[config.mk]
export PLATFORM = sky130hd
export DESIGN_NAME = vector_lane
export DESIGN_NICKNAME = d
export VERILOG_FILES = /design/src/logic/lane_pkg.sv /design/src/logic/lane_sequencer.sv /design/src/logic/simd_alu.sv /design/src/logic/vector_lane.sv /design/src/logic/vregfile.sv /design/src/logic/vrf_read_tree.sv
export SDC_FILE = /design/constraint.sdc
export NUM_CORES = 2
export LEC_CHECK = 0
export ABC_AREA = 0
export BUFFER_PORTS_ARGS = -buffer_cell sky130_fd_sc_hd__buf_2
export CAP_MARGIN = 30
export CORE_MARGIN = 5
export CORE_UTILIZATION = 50
export DETAILED_ROUTE_END_ITERATION = 7
export GPL_ROUTABILITY_DRIVEN = 0
export PLACE_DENSITY = 0.67
export SLEW_MARGIN = 15
export SYNTH_ARGS = -nofsm -noshare
export SYNTH_HDL_FRONTEND = slang
export SYNTH_HIERARCHICAL = 1
export SYNTH_SLANG_ARGS = --single-unit
[constraint.sdc]
create_clock -name clk -period 29.3 [get_ports clk]
set_clock_uncertainty 0.1 [all_clocks]
set_input_delay 2.93 -clock clk [delete_from_list [all_inputs] [get_ports clk]]
set_output_delay 2.93 -clock clk [all_outputs]
set_load 0.02 [all_outputs]
[src/logic/lane_pkg.sv]
// Shared definitions for the vector lane
// Widths, register index and word types
// Opcode and element-width enums
// Instruction, decoded uop and writeback structs

`default_nettype none

package lane_pkg;

  ////////////////////
  // Sizes
  ////////////////////

  // Defaults for the top-level NrWords and WordWidth
  localparam int unsigned NR_VREGS   = 16;
  localparam int unsigned WORD_WIDTH = 32;

  // Derived widths
  localparam int unsigned VREG_AW  = $clog2(NR_VREGS);
  localparam int unsigned NR_BYTES = WORD_WIDTH / 8;

  typedef logic [VREG_AW-1:0]    vreg_addr_t;
  typedef logic [WORD_WIDTH-1:0] vec_word_t;
  typedef logic [NR_BYTES-1:0]   byte_en_t;

  ////////////////////
  // Encodings
  ////////////////////

  // All eight codes in use, MIN/MAX are signed
  typedef enum logic [2:0] {
    OP_ADD  = 3'd0,
    OP_SUB  = 3'd1,
    OP_AND  = 3'd2,
    OP_OR   = 3'd3,
    OP_XOR  = 3'd4,
    OP_MIN  = 3'd5,
    OP_MAX  = 3'd6,
    OP_MOVI = 3'd7
  } lane_op_e;

  // Element width, code 3 is reserved
  typedef enum logic [1:0] {
    EW8  = 2'd0,
    EW16 = 2'd1,
    EW32 = 2'd2
  } elem_width_e;

  ////////////////////
  // Structs
  ////////////////////

  // Instruction word as it enters the lane
  typedef struct packed {
    lane_op_e    op;
    elem_width_e ew;
    vreg_addr_t  vd;
    vreg_addr_t  vs1;
    vreg_addr_t  vs2;
    byte_en_t    be;
    vec_word_t   imm;
  } lane_instr_t;

  // Decoded operation, sequencer to ALU
  typedef struct packed {
    lane_op_e    op;
    elem_width_e ew;
    vreg_addr_t  vd;
    byte_en_t    be;
    vec_word_t   imm;
  } lane_uop_t;

  // Register file write request
  typedef struct packed {
    logic       we;
    vreg_addr_t waddr;
    vec_word_t  wdata;
    byte_en_t   wbe;
  } vrf_wb_t;

endpackage

`default_nettype wire

[src/logic/lane_sequencer.sv]
// Instruction decode and operand-read stage
// Registers the uop and the two source addresses
// MOVI reads its own destination instead of stray sources

`timescale 1ns/1ps
`default_nettype none

module lane_sequencer (
  input  logic                             clk,
  input  logic                             rst_n_i,
  // Instruction strobe
  input  logic                             instr_valid_i,
  input  lane_pkg::lane_instr_t            instr_i,
  // Operand-read stage
  output logic                             uop_valid_o,
  output lane_pkg::lane_uop_t              uop_o,
  output lane_pkg::vreg_addr_t [1:0]       rs_addr_o
);

  ////////////////////
  // Signals
  ////////////////////

  // Next-state decode
  lane_pkg::lane_uop_t             uop_d;
  lane_pkg::vreg_addr_t [1:0]      rs_d;

  // Stage registers
  logic                            uop_valid_q;
  lane_pkg::lane_uop_t             uop_q;
  lane_pkg::vreg_addr_t [1:0]      rs_q;

  ////////////////////
  // Decode
  ////////////////////

  always_comb begin
    // Fields pass straight into the uop
    uop_d.op  = instr_i.op;
    uop_d.ew  = instr_i.ew;
    uop_d.vd  = instr_i.vd;
    uop_d.be  = instr_i.be;
    uop_d.imm = instr_i.imm;

    // Source selection per opcode
    unique case (instr_i.op)
      lane_pkg::OP_MOVI: begin
        // No operands needed, park both ports on vd
        rs_d[0] = instr_i.vd;
        rs_d[1] = instr_i.vd;
      end
      default: begin
        rs_d[0] = instr_i.vs1;
        rs_d[1] = instr_i.vs2;
      end
    endcase
  end

  ////////////////////
  // Stage registers
  ////////////////////

  // Valid bit is the only control state
  always_ff @(posedge clk) begin
    if (!rst_n_i) begin
      uop_valid_q <= 1'b0;
    end else begin
      uop_valid_q <= instr_valid_i;
    end
  end

  // Payload loads on the strobe only
  always_ff @(posedge clk) begin
    if (instr_valid_i) begin
      uop_q <= uop_d;
      rs_q  <= rs_d;
    end
  end

  assign uop_valid_o = uop_valid_q;
  assign uop_o       = uop_q;

  // Read ports 0 and 1 are combinational, so
  // operands land in this same stage
  assign rs_addr_o   = rs_q;

  ////////////////////
  // Checks
  ////////////////////

  // Strobed instruction must carry a known opcode and width
  a_legal_instr : assert property (
    @(posedge clk) disable iff (!rst_n_i)
    instr_valid_i |-> !$isunknown(instr_i.op) &&
                      (instr_i.ew inside {lane_pkg::EW8, lane_pkg::EW16, lane_pkg::EW32})
  ) else $error("lane_sequencer: illegal instruction op=%0d ew=%0d",
                instr_i.op, instr_i.ew);

endmodule

`default_nettype wire

[src/logic/simd_alu.sv]
// Element-wise SIMD ALU at 8, 16 or 32-bit elements
// Segmented byte adder, carry broken at element edges
// Signed MIN/MAX from the subtract path
// Writeback register toward the register file

`timescale 1ns/1ps
`default_nettype none

module simd_alu (
  input  logic                clk,
  input  logic                rst_n_i,
  input  logic                uop_valid_i,
  input  lane_pkg::lane_uop_t uop_i,
  input  lane_pkg::vec_word_t opa_i,
  input  lane_pkg::vec_word_t opb_i,
  output lane_pkg::vrf_wb_t   wb_o
);

  localparam int unsigned NB = lane_pkg::NR_BYTES;

  // Subtract path for SUB, MIN and MAX
  logic                sub;
  // Element boundaries and per-byte carries
  logic [NB-1:0]       elem_start;
  logic [NB-1:0]       cin;
  logic [NB-1:0]       cout;
  // Signed a < b at each element top byte, then per byte
  logic [NB-1:0]       lt_top;
  logic [NB-1:0]       lt_byte;
  lane_pkg::vec_word_t result;
  // Writeback registers
  logic                we_q;
  lane_pkg::vreg_addr_t waddr_q;
  lane_pkg::vec_word_t wdata_q;
  lane_pkg::byte_en_t  wbe_q;

  assign sub = (uop_i.op != lane_pkg::OP_ADD);

  ////////////////////
  // Byte slices
  ////////////////////

  for (genvar b = 0; b < NB; b++) begin : gen_byte
    logic [7:0] a_byte;
    logic [7:0] b_byte;
    logic [8:0] sum;

    assign a_byte = opa_i[b*8 +: 8];
    assign b_byte = opb_i[b*8 +: 8];

    // Element starts at this byte for the current width
    assign elem_start[b] = (uop_i.ew == lane_pkg::EW8) ||
                           ((uop_i.ew == lane_pkg::EW16) && (b % 2 == 0)) ||
                           (b % 4 == 0);

    // Fresh carry-in at a boundary, else ripple
    if (b == 0) begin : gen_cin0
      assign cin[b] = sub;
    end else begin : gen_cinn
      assign cin[b] = elem_start[b] ? sub : cout[b-1];
    end

    assign sum     = {1'b0, a_byte} + {1'b0, b_byte ^ {8{sub}}} + {8'd0, cin[b]};
    assign cout[b] = sum[8];

    // Sign of difference corrected by overflow
    assign lt_top[b] = sum[7] ^ ((a_byte[7] ^ b_byte[7]) & (a_byte[7] ^ sum[7]));

    // Compare result lives at the element's top byte
    always_comb begin
      unique case (uop_i.ew)
        lane_pkg::EW8:  lt_byte[b] = lt_top[b];
        lane_pkg::EW16: lt_byte[b] = lt_top[(b / 2) * 2 + 1];
        default:        lt_byte[b] = lt_top[NB-1];
      endcase
    end

    // Opcode select per byte
    always_comb begin
      unique case (uop_i.op)
        lane_pkg::OP_ADD,
        lane_pkg::OP_SUB:  result[b*8 +: 8] = sum[7:0];
        lane_pkg::OP_AND:  result[b*8 +: 8] = a_byte & b_byte;
        lane_pkg::OP_OR:   result[b*8 +: 8] = a_byte | b_byte;
        lane_pkg::OP_XOR:  result[b*8 +: 8] = a_byte ^ b_byte;
        lane_pkg::OP_MIN:  result[b*8 +: 8] = lt_byte[b] ? a_byte : b_byte;
        lane_pkg::OP_MAX:  result[b*8 +: 8] = lt_byte[b] ? b_byte : a_byte;
        default:           result[b*8 +: 8] = uop_i.imm[b*8 +: 8];
      endcase
    end
  end

  ////////////////////
  // Writeback
  ////////////////////

  always_ff @(posedge clk) begin
    if (!rst_n_i) begin
      we_q <= 1'b0;
    end else begin
      we_q <= uop_valid_i;
    end
  end

  // Payload held between uops
  always_ff @(posedge clk) begin
    if (uop_valid_i) begin
      waddr_q <= uop_i.vd;
      wdata_q <= result;
      wbe_q   <= uop_i.be;
    end
  end

  assign wb_o = '{we: we_q, waddr: waddr_q, wdata: wdata_q, wbe: wbe_q};

  // Sequencer should never issue a uop that writes nothing
  a_be_nonzero : assert property (
    @(posedge clk) disable iff (!rst_n_i)
    uop_valid_i |-> (uop_i.be != '0)
  ) else $error("simd_alu: valid uop with empty byte mask");

endmodule

`default_nettype wire

[src/logic/vector_lane.sv]
// Top level of one vector lane
// Sequencer, register file and SIMD ALU
// Debug read on the third register file port

`timescale 1ns/1ps
`default_nettype none

module vector_lane #(
  parameter int unsigned NrWords   = lane_pkg::NR_VREGS,
  parameter int unsigned WordWidth = lane_pkg::WORD_WIDTH
) (
  input  logic                  clk,
  input  logic                  rst_n_i,
  // Instruction strobe
  input  logic                  instr_valid_i,
  input  lane_pkg::lane_instr_t instr_i,
  // Debug read
  input  lane_pkg::vreg_addr_t  dbg_raddr_i,
  output lane_pkg::vec_word_t   dbg_rdata_o,
  // Write-back observation
  output lane_pkg::vrf_wb_t     wb_o
);

  // Sequencer to ALU
  logic                           uop_valid;
  lane_pkg::lane_uop_t            uop;
  lane_pkg::vreg_addr_t [1:0]     rs_addr;

  // Register file ports, 0 and 1 operands, 2 debug
  lane_pkg::vreg_addr_t [2:0]     raddr;
  lane_pkg::vec_word_t  [2:0]     rdata;

  // ALU write request
  lane_pkg::vrf_wb_t              wb;

  assign raddr       = {dbg_raddr_i, rs_addr[1], rs_addr[0]};
  assign dbg_rdata_o = rdata[2];
  assign wb_o        = wb;

  lane_sequencer i_sequencer (
    .clk          (clk          ),
    .rst_n_i      (rst_n_i      ),
    .instr_valid_i(instr_valid_i),
    .instr_i      (instr_i      ),
    .uop_valid_o  (uop_valid    ),
    .uop_o        (uop          ),
    .rs_addr_o    (rs_addr      )
  );

  vregfile #(
    .NrReadPorts(3        ),
    .NrWords    (NrWords  ),
    .WordWidth  (WordWidth)
  ) i_vregfile (
    .clk    (clk    ),
    .rst_n_i(rst_n_i),
    .wr_i   (wb     ),
    .raddr_i(raddr  ),
    .rdata_o(rdata  )
  );

  simd_alu i_alu (
    .clk        (clk      ),
    .rst_n_i    (rst_n_i  ),
    .uop_valid_i(uop_valid),
    .uop_i      (uop      ),
    .opa_i      (rdata[0] ),
    .opb_i      (rdata[1] ),
    .wb_o       (wb       )
  );

endmodule

`default_nettype wire

[src/logic/vregfile.sv]
// Vector register file built from flip-flops
// One byte-masked write port
// NrReadPorts combinational read ports through mux trees

`timescale 1ns/1ps
`default_nettype none

module vregfile #(
  parameter int unsigned NrReadPorts = 3,
  parameter int unsigned NrWords     = lane_pkg::NR_VREGS,
  parameter int unsigned WordWidth   = lane_pkg::WORD_WIDTH
) (
  input  logic                                         clk,
  input  logic                                         rst_n_i,
  // Write port
  input  lane_pkg::vrf_wb_t                            wr_i,
  // Read ports
  input  lane_pkg::vreg_addr_t [NrReadPorts-1:0]       raddr_i,
  output lane_pkg::vec_word_t  [NrReadPorts-1:0]       rdata_o
);

  localparam int unsigned NrBytes = WordWidth / 8;

  ////////////////////
  // Signals
  ////////////////////

  // Storage, word by byte
  logic [NrWords-1:0][NrBytes-1:0][7:0] mem;

  // One-hot row select and byte column select
  logic [NrWords-1:0] row_sel;
  logic [NrBytes-1:0] col_sel;

  ////////////////////
  // Write decode
  ////////////////////

  // Row decoder, gated by the write flag
  for (genvar row = 0; row < NrWords; row++) begin : gen_row_dec
    assign row_sel[row] = wr_i.we && (wr_i.waddr == lane_pkg::vreg_addr_t'(row));
  end

  // Column decoder straight from the byte enables
  assign col_sel = wr_i.wbe;

  ////////////////////
  // Storage
  ////////////////////

  // Only bytes hit by both row and column change
  // An all-zero wbe leaves the word untouched
  always_ff @(posedge clk) begin
    if (!rst_n_i) begin
      mem <= '0;
    end else begin
      for (int w = 0; w < NrWords; w++) begin
        for (int b = 0; b < NrBytes; b++) begin
          if (row_sel[w] && col_sel[b]) begin
            mem[w][b] <= wr_i.wdata[b*8 +: 8];
          end
        end
      end
    end
  end

  ////////////////////
  // Read ports
  ////////////////////

  // Dedicated mux tree per port
  for (genvar port = 0; port < NrReadPorts; port++) begin : gen_read
    vrf_read_tree #(
      .NrWords  (NrWords  ),
      .WordWidth(WordWidth)
    ) i_read_tree (
      .words_i(mem          ),
      .sel_i  (raddr_i[port]),
      .word_o (rdata_o[port])
    );
  end

  ////////////////////
  // Checks
  ////////////////////

  // ALU must never target a register beyond the file
  a_waddr_in_range : assert property (
    @(posedge clk) disable iff (!rst_n_i)
    wr_i.we |-> (int'(wr_i.waddr) < NrWords)
  ) else $error("vregfile: write to register %0d out of range", wr_i.waddr);

endmodule

`default_nettype wire

[src/logic/vrf_read_tree.sv]
// Binary read multiplexer for the register file
// One 2:1 mux level per select bit, LSB first

`timescale 1ns/1ps
`default_nettype none

module vrf_read_tree #(
  parameter int unsigned NrWords   = lane_pkg::NR_VREGS,
  parameter int unsigned WordWidth = lane_pkg::WORD_WIDTH
) (
  input  logic [NrWords-1:0][WordWidth-1:0] words_i,
  input  lane_pkg::vreg_addr_t              sel_i,
  output lane_pkg::vec_word_t               word_o
);

  // Tree depth, at least one level
  localparam int unsigned Levels    = (NrWords > 1) ? $clog2(NrWords) : 1;
  localparam int unsigned NumLeaves = 2 ** Levels;

  // Node storage per level, level 0 holds the leaves
  logic [Levels:0][NumLeaves-1:0][WordWidth-1:0] node;

  // Leaves, padded with zero up to a power of two
  for (genvar i = 0; i < NumLeaves; i++) begin : gen_leaf
    if (i < NrWords) begin : gen_word
      assign node[0][i] = words_i[i];
    end else begin : gen_pad
      assign node[0][i] = '0;
    end
  end

  // Level l halves the candidates using select bit l
  for (genvar l = 0; l < Levels; l++) begin : gen_level
    for (genvar i = 0; i < NumLeaves; i++) begin : gen_node
      if (i < (NumLeaves >> (l + 1))) begin : gen_mux
        assign node[l+1][i] = sel_i[l] ? node[l][2*i+1] : node[l][2*i];
      end else begin : gen_unused
        // Slot above the live nodes of this level
        assign node[l+1][i] = '0;
      end
    end
  end

  // Root
  assign word_o = node[Levels][0];

endmodule

`default_nettype wire

==> flow_summary.yaml <==
worst_setup_path:
  endpoint_arrival_time_on_the_critical_path_ns: 11.71
  slowest_stage_cell_on_the_critical_path: "sky130_fd_sc_hd__nor3_1"
  timing.reg2reg.worst_path_depth: 43
  critical_register_to_register_path_endpoint: "i_alu/wdata_q[1]"
  setup.reg_to_reg.worst_slack_ns: 17.93
  worst_ep_required_time_ns: 29.64
  cpMostUsedCell: "sky130_fd_sc_hd__a21o_1"
  worst_setup_path_endpoint: "i_alu/wdata_q[1]"
  maximum_fanout_encountered_on_the_critical_timing_path: 37
  critical_path.startpoint: "i_sequencer/rs_addr_o[5]"
  startpoint_type: "register"
  timing_worst_setup_path_type: "reg2reg"
  max_stage_delay_ns: 0.71
  critical_path_endpoint_category: "register"
  worst_r2r_startpoint: "i_sequencer/rs_addr_o[5]"
route:
  route.detailed.wl_per_inst_um: 27.28
  initialDrtViolationCount: 3251
  detailedRoute.firstPassIterationCount: 6
  drt_wl_total_um: 119700
  drt_drc_violations_left: 0
  drt_antenna_net_count: 0
  count_of_vias_placed_by_the_detailed_router: 28712
  post_drt_via_cell_ratio: 6.545
hold_path:
  min-delay-path-class: "reg2reg"
finish:
  layout-area-overhead-vs-synth_pct: 10.00
  drive_gt1_share_pct: 23.37
  multi_input_comb_area_sq_mm: 0.02321
  register_area_sq_mm: 0.01308
  nNetsFinal: 3515
  num-fill-cells: 6200
yosys:
  mappedNetlistArea_sq_mm: 0.03774
  edff_count_synth: 93
  count_of_unique_library_cells_instantiated_by_yosys: 77
  syn_avg_cell_area_sq_um: 11.22
  mappedNetlistNets: 3522
  post-synth-top-area-cell: "sky130_fd_sc_hd__dfxtp_1"
  synth_top_flop_cell: "sky130_fd_sc_hd__dfxtp_1"
  yosys_warnings: 6
  async_reset_ff_share_pct: 0
  post-synth-top-area-fraction_pct: 27.27
  synth-seq-cells: 607
  ys_seq_area_share_pct: 34.67
  syn_inst: 3364
  synthTopCellsByArea: "sky130_fd_sc_hd__dfxtp_1 27%, sky130_fd_sc_hd__mux4_2 23%, sky130_fd_sc_hd__mux2i_1 14%"
pwr:
  power_uw: 2043
  power.static_leakage_uw: 0.01575
  vdd_ir_drop_max_mv: 0.03718
  power_per_cell_area_mw_per_mm2: 49.22
place:
  detailedPlacementHpwl_um: 76990
  portBuffers: 132
clock_network:
  clock_buffers_created_by_tritoncts: 71
  clk-insertion-delay-late_ns: 0.63
  cts.hold.buffers_added: 0
  cts_max_path_buffers: 3
  cts.sinks: 607
  htree_num_levels: 3
  clk_pin_slew_worst_paths_ns: 0.06
  cts-resized-gates: 0
  post-cts-setup-buffers: 0
  clk_root_buffer_cell: "sky130_fd_sc_hd__clkbuf_16"
  cts_tree: "built"
grt:
  grt_max_degree: 172
  grt_util_all_layers_pct: 28.75
  gr_ovfl_total: 0
  grt_pass1_wl_um: 179500
  number_of_global_route_vias_before_repair: 27769
  antenna_found_initial: 1
timing:
  min_period_over_period_pct: 38.79
  worst_slew_margin_rel_pct: 30.78
  maxClockFrequency_mhz: 87.98
  setup_total_negative_slack_ns: 0
  finalHoldViolCount: 0
  worst_slew_pin_slew_ns: 1.037
  setup_viol: 0
  setup_repair_after_global_routing_missed_its_margin: "no"
  slew_violations: 0
  min_period_ns: 11.37
floorplanning:
  die_y_um: 284.7
  initial_cell_density_of_the_core_pct: 50.52
  std_cell_rows: 100
  core_area_sq_mm: 0.07470
  die_area_sq_mm: 0.08107
  floorplan.io_pins: 133
  die_w_um: 284.7
outcome:
  result_of_the_run: "finished clean"
run:
  cap_violations: 0
-- metal layers --
metal	routed length (um)	global-route usage (%)
met2	52680	43.15
met3	13580	7.019
met4	4295	10.30
met5	0	0
met1	49150	40.80
-- synthesized netlist by cell type, types with 11 or more instances --
cell / count
sky130_fd_sc_hd__a21oi_1: 26
sky130_fd_sc_hd__a21boi_0: 11
sky130_fd_sc_hd__buf_2: 23
sky130_fd_sc_hd__nor2_2: 18
sky130_fd_sc_hd__ha_1: 91
sky130_fd_sc_hd__edfxtp_1: 93
sky130_fd_sc_hd__nand2_1: 724
sky130_fd_sc_hd__inv_1: 71
sky130_fd_sc_hd__clkbuf_1: 169
sky130_fd_sc_hd__nor2_1: 72
sky130_fd_sc_hd__nor2_8: 27
sky130_fd_sc_hd__mux4_2: 384
sky130_fd_sc_hd__a22oi_1: 204
sky130_fd_sc_hd__buf_4: 40
sky130_fd_sc_hd__o21ai_0: 57
sky130_fd_sc_hd__buf_1: 31
sky130_fd_sc_hd__nor2b_1: 18
sky130_fd_sc_hd__o21ai_1: 11
sky130_fd_sc_hd__a221oi_1: 35
sky130_fd_sc_hd__a31oi_1: 20
sky130_fd_sc_hd__dfxtp_1: 514
sky130_fd_sc_hd__mux2i_1: 514
sky130_fd_sc_hd__xnor2_1: 43
sky130_fd_sc_hd__a21o_1: 14
sky130_fd_sc_hd__xor2_1: 12
-- state kept, by name (all words and copies together), names as in the netlist --
register and flops:
i_alu/waddr_q 4, i_alu/wbe_q 4, i_alu/wdata_q 32, i_alu/we_q 1, i_sequencer/rs_addr_o 8, i_sequencer/uop_o 45
i_sequencer/uop_valid_o 1, i_vregfile/mem 512
-- cell type report --
| type | instances | share of cell area [%] |
|---|---|---|
| inverters | 72 | 0.6511 |
| clock inverters | 31 | 0.6812 |
| clock buffers | 100 | 5.082 |
| flip-flops and latches | 607 | 31.52 |
| well taps | 969 | 2.921 |
| diodes | 3 | 0.01808 |
| repair buffers | 191 | 3.216 |
| multi-input cells | 2414 | 55.91 |
-- metrics by stage --
step	std cells	worst slack [ns]	instance area [sq um]	hold WS (ns)	utilization [%]
after floorplan	3364	19.76	37740	0.3003	-
after global placement	4239	18.31	38810	0.3019	51.96
after detailed placement	4241	18.13	38860	0.3054	52.02
after CTS	4372	18.10	41250	0.3196	55.22
after global routing	4384	17.26	41500	0.3222	55.56
final	4387	17.93	41510	0.3197	55.57
-- layout by cell type (no fill, tap or decap), types with 8 or more instances in the layout --
| cell | n |
|---|---|
| sky130_fd_sc_hd__buf_8 | 9 |
| sky130_fd_sc_hd__o21ai_1 | 11 |
| sky130_fd_sc_hd__buf_2 | 129 |
| sky130_fd_sc_hd__a21o_1 | 14 |
| sky130_fd_sc_hd__a21oi_1 | 26 |
| sky130_fd_sc_hd__nor2_8 | 27 |
| sky130_fd_sc_hd__mux2_2 | 8 |
| sky130_fd_sc_hd__inv_1 | 71 |
| sky130_fd_sc_hd__a22oi_1 | 204 |
| sky130_fd_sc_hd__mux2i_1 | 514 |
| sky130_fd_sc_hd__clkbuf_1 | 10 |
| sky130_fd_sc_hd__nor2_2 | 20 |
| sky130_fd_sc_hd__clkbuf_8 | 16 |
| sky130_fd_sc_hd__nor2b_1 | 12 |
| sky130_fd_sc_hd__a31oi_1 | 20 |
| sky130_fd_sc_hd__buf_4 | 44 |
| sky130_fd_sc_hd__nand2b_1 | 8 |
| sky130_fd_sc_hd__nand2_1 | 724 |
| sky130_fd_sc_hd__dfxtp_1 | 513 |
| sky130_fd_sc_hd__clkbuf_16 | 74 |
| sky130_fd_sc_hd__nand2_2 | 8 |
| sky130_fd_sc_hd__xnor2_1 | 43 |
| sky130_fd_sc_hd__a21boi_0 | 11 |
| sky130_fd_sc_hd__xor2_1 | 12 |
| sky130_fd_sc_hd__nor2_1 | 67 |
| sky130_fd_sc_hd__a221oi_1 | 35 |
| sky130_fd_sc_hd__ha_1 | 91 |
| sky130_fd_sc_hd__clkinv_2 | 16 |
| sky130_fd_sc_hd__mux4_2 | 384 |
| sky130_fd_sc_hd__o21ai_0 | 57 |
| sky130_fd_sc_hd__edfxtp_1 | 93 |
-- critical path: cells and delay by family, from the launching register on --
kind                     cells  cell delay [ns]
AO/OA/AOI/OAI               24             4.64
adder cells (fa/ha/maj)      6             2.81
buffers and inverters        2             0.99
flip-flops                   1             0.35
multiplexers                 1             0.39
AND/OR/NAND/NOR             10             1.83
-- where the power goes --
group,switching [uW],internal (uW),total (uW)
sequential,18.5,861,879
clock,370,539,909
combinational,169,85.3,255
total,558,1490,2040
-- worst min path at each step --
stage | startpoint | end | cells past startpoint
finish | i_sequencer/uop_o[36] | i_alu/waddr_q[0] | 0
floorplan | i_sequencer/uop_o[36] | i_alu/waddr_q[0] | 0
detailed placement | i_sequencer/uop_o[36] | i_alu/waddr_q[0] | 0
CTS | i_sequencer/uop_o[36] | i_alu/waddr_q[0] | 0
global route | i_sequencer/uop_o[37] | i_alu/waddr_q[1] | 0
global placement | i_sequencer/uop_o[37] | i_alu/waddr_q[1] | 0
-- logic make-up after synthesis --
logic type / after synthesis / synth area share, %
AO/OA/AOI/OAI: 418 / 7.997
XOR/XNOR: 57 / 1.409
adder cells (fa/ha/maj): 98 / 3.388
buffers and inverters: 343 / 4.045
flip-flops: 607 / 34.67
multiplexers: 910 / 36.94
AND/OR/NAND/NOR: 931 / 11.56
(Power assumes the default switching activity.)
